### src/verilog/rf_pg_ctrl_pkg.sv
// Power sequencing definitions

package rf_pg_ctrl_pkg;

    // --------------------
    // Sequencer states
    // --------------------

    // Power-up walks OFF, WAKE, SETTLE, CLEAR and ON in order
    // Power-down leaves ON through ISOLATE and returns to OFF
    typedef enum logic [2:0] {
        PG_OFF     = 3'd0,
        PG_WAKE    = 3'd1,
        PG_SETTLE  = 3'd2,
        PG_CLEAR   = 3'd3,
        PG_ON      = 3'd4,
        PG_ISOLATE = 3'd5
    } pg_state_t;

    // --------------------
    // Timing
    // --------------------

    // Supply settle time once the enable chain has acknowledged
    localparam int SETTLE_CYCLES = 4;

    // The timer also indexes the clear sweep, so it covers all 64 rows
    localparam int PG_COUNT_W = 6;

    typedef logic [PG_COUNT_W-1:0] pg_count_t;

endpackage

### src/verilog/rf_pg_types_pkg.sv
// Register file geometry types

package rf_pg_types_pkg;

    // --------------------
    // Array geometry
    // --------------------

    // Number of rows in the storage array
    localparam int RF_DEPTH = 64;

    // Bits held by each row
    localparam int RF_WIDTH = 2;

    // Address width follows from the depth
    localparam int RF_ADDR_W = $clog2(RF_DEPTH);

    // --------------------
    // Datapath types
    // --------------------

    // Row index for both write and read ports
    typedef logic [RF_ADDR_W-1:0] rf_addr_t;

    // One row of payload
    typedef logic [RF_WIDTH-1:0] rf_data_t;

endpackage
### src/verilog/rf_pg_top.sv
// Power gated register file

module rf_pg_top (
     input  logic                      clk
    ,input  logic                      rst
    ,input  logic                      pwr_req
    ,input  logic                      we
    ,input  rf_pg_types_pkg::rf_addr_t waddr
    ,input  rf_pg_types_pkg::rf_data_t wdata
    ,input  logic                      re
    ,input  rf_pg_types_pkg::rf_addr_t raddr
    ,output rf_pg_types_pkg::rf_data_t rdata
    ,output logic                      ready
    ,output logic                      access_err
    ,output logic                      pwr_enable_b_out
);

    import rf_pg_types_pkg::*;
    import rf_pg_ctrl_pkg::*;

    // Power control between sequencer and array
    logic      pwr_enable_b;
    logic      isol_en;
    logic      clear_en;

    // Timer handshake
    logic      timer_load;
    pg_count_t timer_load_val;
    pg_count_t timer_count;
    logic      timer_done;

    // Gated array port
    logic      arr_we;
    rf_addr_t  arr_waddr;
    rf_data_t  arr_wdata;
    logic      arr_re;
    rf_addr_t  arr_raddr;

    // --------------------
    // Power control
    // --------------------

    pg_sequencer u_seq (
         .clk(clk), .rst(rst), .pwr_req(pwr_req), .pwr_enable_b_out(pwr_enable_b_out)
        ,.timer_done(timer_done), .pwr_enable_b(pwr_enable_b), .isol_en(isol_en)
        ,.timer_load(timer_load), .timer_load_val(timer_load_val)
        ,.clear_en(clear_en), .ready(ready)
    );

    pg_timer u_timer (
         .clk(clk), .rst(rst), .load(timer_load), .load_val(timer_load_val)
        ,.count(timer_count), .done(timer_done)
    );

    // --------------------
    // Datapath
    // --------------------

    rf_access_gate u_gate (
         .clk(clk), .rst(rst), .we(we), .waddr(waddr), .wdata(wdata), .re(re)
        ,.raddr(raddr), .clear_en(clear_en), .ready(ready), .timer_count(timer_count)
        ,.arr_we(arr_we), .arr_waddr(arr_waddr), .arr_wdata(arr_wdata), .arr_re(arr_re)
        ,.arr_raddr(arr_raddr), .access_err(access_err)
    );

    rf_array_64x2 u_array (
         .clk(clk), .rst(rst), .we(arr_we), .waddr(arr_waddr), .wdata(arr_wdata)
        ,.re(arr_re), .raddr(arr_raddr), .pwr_enable_b(pwr_enable_b), .isol_en(isol_en)
        ,.rdata(rdata), .pwr_enable_b_out(pwr_enable_b_out)
    );

endmodule

### src/verilog/rf_array_64x2.sv
// Power gated 64x2 storage array

module rf_array_64x2 (
     input  logic                      clk
    ,input  logic                      rst
    ,input  logic                      we
    ,input  rf_pg_types_pkg::rf_addr_t waddr
    ,input  rf_pg_types_pkg::rf_data_t wdata
    ,input  logic                      re
    ,input  rf_pg_types_pkg::rf_addr_t raddr
    ,input  logic                      pwr_enable_b
    ,input  logic                      isol_en
    ,output rf_pg_types_pkg::rf_data_t rdata
    ,output logic                      pwr_enable_b_out
);

    import rf_pg_types_pkg::*;

    rf_data_t mem [RF_DEPTH];
    rf_data_t rdata_q;
    logic     pwr_enable_b_q;

    // --------------------
    // Enable chain
    // --------------------

    // One stage of the enable chain, echoed back as the acknowledge
    always_ff @(posedge clk) begin
        if (rst) begin
            pwr_enable_b_q <= 1'b1;
        end else begin
            pwr_enable_b_q <= pwr_enable_b;
        end
    end

    assign pwr_enable_b_out = pwr_enable_b_q;

    // --------------------
    // Storage
    // --------------------

    // Rows only take writes once the supply is on
    always_ff @(posedge clk) begin
        if (we && !pwr_enable_b_q) begin
            mem[waddr] <= wdata;
        end
    end

    // Registered read sees the old row on a same-cycle write
    // The read register loses its value with the supply
    always_ff @(posedge clk) begin
        if (rst || pwr_enable_b_q) begin
            rdata_q <= '0;
        end else if (re) begin
            rdata_q <= mem[raddr];
        end
    end

    // Isolation clamps the output low
    assign rdata = isol_en ? '0 : rdata_q;

    a_no_access_isolated: assert property (@(posedge clk) disable iff (rst)
        isol_en |-> !(we || re));

endmodule

### src/verilog/rf_access_gate.sv
// Array access arbitration

module rf_access_gate (
     input  logic                      clk
    ,input  logic                      rst
    ,input  logic                      we
    ,input  rf_pg_types_pkg::rf_addr_t waddr
    ,input  rf_pg_types_pkg::rf_data_t wdata
    ,input  logic                      re
    ,input  rf_pg_types_pkg::rf_addr_t raddr
    ,input  logic                      clear_en
    ,input  logic                      ready
    ,input  rf_pg_ctrl_pkg::pg_count_t timer_count
    ,output logic                      arr_we
    ,output rf_pg_types_pkg::rf_addr_t arr_waddr
    ,output rf_pg_types_pkg::rf_data_t arr_wdata
    ,output logic                      arr_re
    ,output rf_pg_types_pkg::rf_addr_t arr_raddr
    ,output logic                      access_err
);

    import rf_pg_types_pkg::*;

    // --------------------
    // Write port
    // --------------------

    // The sweep owns the write port and zeroes the row the timer points at
    assign arr_we    = clear_en || (ready && we);
    assign arr_waddr = clear_en ? rf_addr_t'(timer_count) : waddr;
    assign arr_wdata = clear_en ? '0 : wdata;

    // --------------------
    // Read port
    // --------------------

    // Address passes straight through; only the strobe is qualified
    assign arr_re    = ready && re;
    assign arr_raddr = raddr;

    // --------------------
    // Refused accesses
    // --------------------

    // Anything issued while not ready is dropped and flagged one cycle later
    always_ff @(posedge clk) begin
        if (rst) begin
            access_err <= 1'b0;
        end else begin
            access_err <= !ready && (we || re);
        end
    end

    // The sequencer keeps user writes and the sweep apart
    a_single_writer: assert property (@(posedge clk) disable iff (rst)
        (clear_en && we) |-> !ready);

endmodule

### src/verilog/pg_sequencer.sv
// Power gating sequencer

module pg_sequencer (
     input  logic                      clk
    ,input  logic                      rst
    ,input  logic                      pwr_req
    ,input  logic                      pwr_enable_b_out
    ,input  logic                      timer_done
    ,output logic                      pwr_enable_b
    ,output logic                      isol_en
    ,output logic                      timer_load
    ,output rf_pg_ctrl_pkg::pg_count_t timer_load_val
    ,output logic                      clear_en
    ,output logic                      ready
);

    import rf_pg_types_pkg::*;
    import rf_pg_ctrl_pkg::*;

    pg_state_t state_q;
    pg_state_t state_d;

    // --------------------
    // Next state
    // --------------------

    // A pwr_req change during power-up waits until PG_ON is reached
    always_comb begin
        state_d = state_q;
        case (state_q)
            PG_OFF:     if (pwr_req) state_d = PG_WAKE;
            // The ack is the enable after its trip through the array
            PG_WAKE:    if (!pwr_enable_b_out) state_d = PG_SETTLE;
            PG_SETTLE:  if (timer_done) state_d = PG_CLEAR;
            // Done here means the row-0 write is on the array this cycle
            PG_CLEAR:   if (timer_done) state_d = PG_ON;
            PG_ON:      if (!pwr_req) state_d = PG_ISOLATE;
            PG_ISOLATE: state_d = PG_OFF;
            default:    state_d = PG_OFF;
        endcase
    end

    // Timer loads on the same edge as the state change, so the first
    // clear cycle already sees row 63 on timer_count
    assign timer_load = ((state_q == PG_WAKE) && !pwr_enable_b_out) ||
                        ((state_q == PG_SETTLE) && timer_done);

    assign timer_load_val = (state_q == PG_WAKE) ? pg_count_t'(SETTLE_CYCLES - 1)
                                                 : pg_count_t'(RF_DEPTH - 1);

    // --------------------
    // State and outputs
    // --------------------

    // Outputs are decoded from the next state so they change with it
    always_ff @(posedge clk) begin
        if (rst) begin
            state_q      <= PG_OFF;
            pwr_enable_b <= 1'b1;
            isol_en      <= 1'b1;
            clear_en     <= 1'b0;
            ready        <= 1'b0;
        end else begin
            state_q      <= state_d;
            // Enable is active low and stays on through ISOLATE
            pwr_enable_b <= (state_d == PG_OFF);
            // Isolation opens for the sweep so the array sees clean writes
            isol_en      <= (state_d == PG_OFF) || (state_d == PG_WAKE) ||
                            (state_d == PG_SETTLE) || (state_d == PG_ISOLATE);
            clear_en     <= (state_d == PG_CLEAR);
            ready        <= (state_d == PG_ON);
        end
    end

    // --------------------
    // Checks
    // --------------------

    // User traffic only flows into a powered and connected array
    a_ready_powered: assert property (@(posedge clk) disable iff (rst)
        ready |-> (!isol_en && !pwr_enable_b && !pwr_enable_b_out));

    // The sweep and user accesses never overlap
    a_clear_not_ready: assert property (@(posedge clk) disable iff (rst)
        !(clear_en && ready));

endmodule

### src/verilog/pg_timer.sv
// Settle and sweep down-counter

module pg_timer (
     input  logic                      clk
    ,input  logic                      rst
    ,input  logic                      load
    ,input  rf_pg_ctrl_pkg::pg_count_t load_val
    ,output rf_pg_ctrl_pkg::pg_count_t count
    ,output logic                      done
);

    // --------------------
    // Counter
    // --------------------

    // A load wins over the decrement
    // Once at zero the count parks there until the next load
    always_ff @(posedge clk) begin
        if (rst) begin
            count <= '0;
        end else if (load) begin
            count <= load_val;
        end else if (count != '0) begin
            count <= count - 1'b1;
        end
    end

    // Done follows the count alone because the sequencer builds its load from it
    // A load always moves the count off zero, so the next phase never sees a stale done
    assign done = (count == '0);

    // --------------------
    // Checks
    // --------------------

    // Zero holds until reloaded; a wrap would restart the sweep at row 63
    a_no_wrap: assert property (@(posedge clk) disable iff (rst)
        ((count == '0) && !load) |=> (count == '0));

endmodule

### config.mk
export PLATFORM = sky130hd
export DESIGN_NAME = rf_pg_top
export DESIGN_NICKNAME = d
export VERILOG_FILES = /design/src/verilog/rf_pg_ctrl_pkg.sv /design/src/verilog/rf_pg_types_pkg.sv /design/src/verilog/rf_pg_top.sv /design/src/verilog/rf_array_64x2.sv /design/src/verilog/rf_access_gate.sv /design/src/verilog/pg_sequencer.sv /design/src/verilog/pg_timer.sv
export SDC_FILE = /design/constraint.sdc
export NUM_CORES = 1
export LEC_CHECK = 0
export BUFFER_PORTS_ARGS = -buffer_cell sky130_fd_sc_hd__buf_4
export CAP_MARGIN = 0
export CORE_MARGIN = 2
export CORE_UTILIZATION = 35
export CTS_BUF_LIST = sky130_fd_sc_hd__clkbuf_8 sky130_fd_sc_hd__clkbuf_16
export DETAILED_ROUTE_END_ITERATION = 6
export PLACE_DENSITY = 0.5
export SLEW_MARGIN = 20
export SYNTH_ARGS = -nofsm -noshare
export SYNTH_HDL_FRONTEND = slang
export SYNTH_SLANG_ARGS = --single-unit
export TNS_END_PERCENT = 30
### constraint.sdc
create_clock -name clk -period 4.4 [get_ports clk]
set_input_delay 0.44 -clock clk [delete_from_list [all_inputs] [get_ports clk]]
set_output_delay 0.44 -clock clk [all_outputs]
set_load 0.1 [all_outputs]
==> metrics.md <==
| Metric | Value |
|---|---|
| Post-synthesis mux area share | `11.6%` |
| Reg2Reg Depth | `4` |
| Max_cap viols | `0` |
| ANT nets after route | `0` |
| CP max FO | `20` |
| Final-report setup violation count | `0` |
| CTS H-tree lvls | `4` |
| CTS tree | `yes` |
| Post-synth EDFFs | `128` |
| Final slew viol count | `0` |
| Hold path depth | `2` |
| Hold path endpoint | `u_timer.count[3]$_SDFFE_PP0P_` |
| Reg2reg start | `u_seq.clear_en$_SDFF_PP0_` |
| PwrDens | `472 mW/mm^2` |
| CP Data Required Time | `4500 ps` |
| Status | `complete, no violations` |
| Worst-skew pair later-pin latency | `420 ps` |
| Clock sink count | `145` |
| Starting DRT DRC Count | `230` |
| Slowest-stage cell, CP | `dfxtp_1` |
| Number of fill cells in the layout | `1619` |
| Post-Synthesis Cells | `446` |
| Dpl hpwl | `9030 microns` |
| Clock buffer count from CTS | `17` |
| Syn. warnings | `0` |
| Post-Synth Simple-Gate Area | `14.0%` |
| Compound-Gate Fraction of Synth Area | `4.52%` |
| Number of global-route vias before repair | `3912` |
| DRC errors left | `0` |
| IO Pins | `24` |
| Worst-margin pin slew | `935 ps` |
| Longest Clk Path Bufs | `2` |
| Hold Startpoint | `rst` |
| Initial Utilization | `35.8%` |
| CP dominant cell by count | `nor2_1` |
| Final worst slack | `2100 ps` |
| FF-to-FF End | `u_array.mem[36][0]$_DFFE_PP_` |
| Final Util | `41.8%` |
| Drt first pass iters | `4` |
| Final net count | `494` |
| Leak | `0.00234 uW` |
| Core area | `0.0173 sq mm` |
| Cell area after layout | `0.00723 sq mm` |
| N_diodes | `0` |
| Final Cycle Share | `52.2%` |
| Worst hold-check path type | `input port to flop` |
| Asr flop ratio synth | `0%` |
| Overall routing resource usage | `15.9%` |
| Min Tclk post-route | `2300 ps` |
| RePlAce Congestion | `0.797` |
| Seq/Total Area, Yosys | `67.5%` |
| Placed Area | `0.00661 sq mm` |
| Synth Area in Adders | `0.202%` |
| Pin count of the biggest net entering global routing | `44` |
| Worst Path Arrival | `2400 ps` |
| Placed insts | `680` |
| First-pass GRT wire length | `21600 microns` |
| Peak VDD IR | `0.000274 V` |
| Area taken by multi-input logic gates | `0.00193 sq mm` |
| Area grow syn2layout | `16.7%` |
| Sequential cell area | `0.00418 sq mm` |
| Post-synthesis cell area | `0.00620 sq mm` |
| Synth Register Bits | `145` |
| Most frequent cells in the layout | `edfxtp_1 (128), nor2_1 (88), nand2_1 (40)` |
| Largest family of logic cells by synthesized area | `simple AND/OR/NAND/NOR gates` |
| Total gr overflow | `0` |
| Peak Freq | `0.436 GHz` |
| Post-Layout Cell Count | `711` |
| Die Wd | `137 microns` |
| Clock tree root buffer cell | `clkbuf_16` |
| Routed vias/inst | `5.16` |
| Die area | `0.0188 sq mm` |
| Critical path class | `flop to flop` |
| Post-synth top flop | `edfxtp_1` |
| Slew HR | `36.8%` |
| RSZ-0062 raised after global routing | `false` |
| Drt total wl | `13600 microns` |
| Routed len/inst | `19.1 microns` |
| DR vias | `3669` |
| Postcts setup bufs | `0` |
| Fraction of layout cells with a size suffix above 1 | `17.5%` |
| Worst reg2reg setup slack | `2100 ps` |
| Syn nets | `466` |
| Place WS | `1890 ps` |
| Sum Neg Setup Slack | `0 ps` |
| Post-Synth XOR/XNOR Area | `0.565%` |
| PortBufs | `23` |
| Hold Fails Final Rpt | `0` |
| Number of cell rows | `48` |
| Reg clk slew, reported paths | `60 ps` |
| Critical path capture point type | `flop` |
| CTS Hold Bufs | `0` |
| Die height | `137 microns` |
| Initial antenna violation count | `0` |
| Yosys cell types | `40` |
| Worst Setup Start Kind | `flop` |
| CTS resizes | `0` |
| Syn Area/Cell | `13.9 sq um` |
| Clock skew | `8.90 ps` |
| Crit-path max cell delay | `800 ps` |
| CP Cell Sequence | `a32oi_1, nor2_1, nand2_1, nor2_1` |
| Commonest non-fill, non-tap cell in the layout | `edfxtp_1` |
-- through the flow --
stage	hold slack (ps)	power, uW
after floorplan	389	1840
after global placement	396	1920
after detailed placement	393	1930
after CTS	288	3450
after global routing	302	3550
final	307	3410
-- state kept, by name, summed over array words and instances (netlist names) --
signal,flops
u_timer.count,6
u_seq.state_q,3
u_seq.pwr_enable_b,1
u_array.pwr_enable_b_out,1
u_seq.isol_en,1
u_seq.clear_en,1
u_seq.ready,1
u_gate.access_err,1
u_array.rdata_q,2
u_array.mem,128
-- metal layers --
layer	track usage (%)	wire, microns
met3	4.89	563
met1	20.3	6130
met5	0	0
met4	5.61	147
met2	25.8	6770
-- Yosys cell counts (3+ instances only) --
master	number	area share, %
nand2_1	40	2.4
nor3_1	5	0.40
buf_2	5	0.40
clkbuf_1	8	0.48
mux4_2	24	8.7
a22oi_1	8	0.97
xnor2_1	3	0.42
nand3b_1	4	0.48
inv_1	6	0.36
or3_1	3	0.30
nand3_1	22	1.8
a21oi_1	11	0.89
mux2i_1	17	2.7
a211oi_1	3	0.36
and4_1	4	0.57
or2_2	3	0.30
nor2b_1	11	1.1
nor2_1	88	5.3
edfxtp_1	128	62
o21ai_0	8	0.65
nand2b_1	4	0.40
dfxtp_1	17	5.5
-- worst max path at each step --
stage	from	end	slack, ps	cells after the start
finish	u_seq.clear_en$_SDFF_PP0_	u_array.mem[36][0]$_DFFE_PP_	2100	4
global route	u_seq.clear_en$_SDFF_PP0_	u_array.mem[28][0]$_DFFE_PP_	1890	4
CTS	u_seq.clear_en$_SDFF_PP0_	u_array.mem[3][1]$_DFFE_PP_	2070	4
detailed placement	raddr[2]	u_array.rdata_q[1]$_SDFFE_PP0P_	1890	6
global placement	raddr[0]	u_array.rdata_q[0]$_SDFFE_PP0P_	1900	6
floorplan	u_seq.clear_en$_SDFF_PP0_	u_array.mem[0][0]$_DFFE_PP_	1780	2
-- report_power, final --
part / total [uW] / internal [uW] / switching (uW) / leakage (uW)
logic: 334 / 139 / 195 / 0.000749
clock network: 1520 / 991 / 528 / 0.000305
registers: 1560 / 1530 / 34.4 / 0.00129
-- cell type report --
cell class / instances / share of cell area (%)
well taps: 225 / 3.89
inverters: 6 / 0.311
clock buffers: 17 / 5.88
clock inverters: 14 / 2.72
repair buffers: 25 / 2.60
multi-input cells: 279 / 26.7
flip-flops and latches: 145 / 57.9
-- worst max-delay path: cells and delay by family (launching register included) --
kind            cells  cell delay (ps)
compound gates      1              100
flops               1              800
simple gates        3             1090
-- cells by family after synthesis --
family	count (synthesis)
compound gates	41
xor+xnor	4
fa+ha+maj	1
buf+inv	22
flops	145
mux	42
simple gates	191
(Power assumes the default switching activity.)
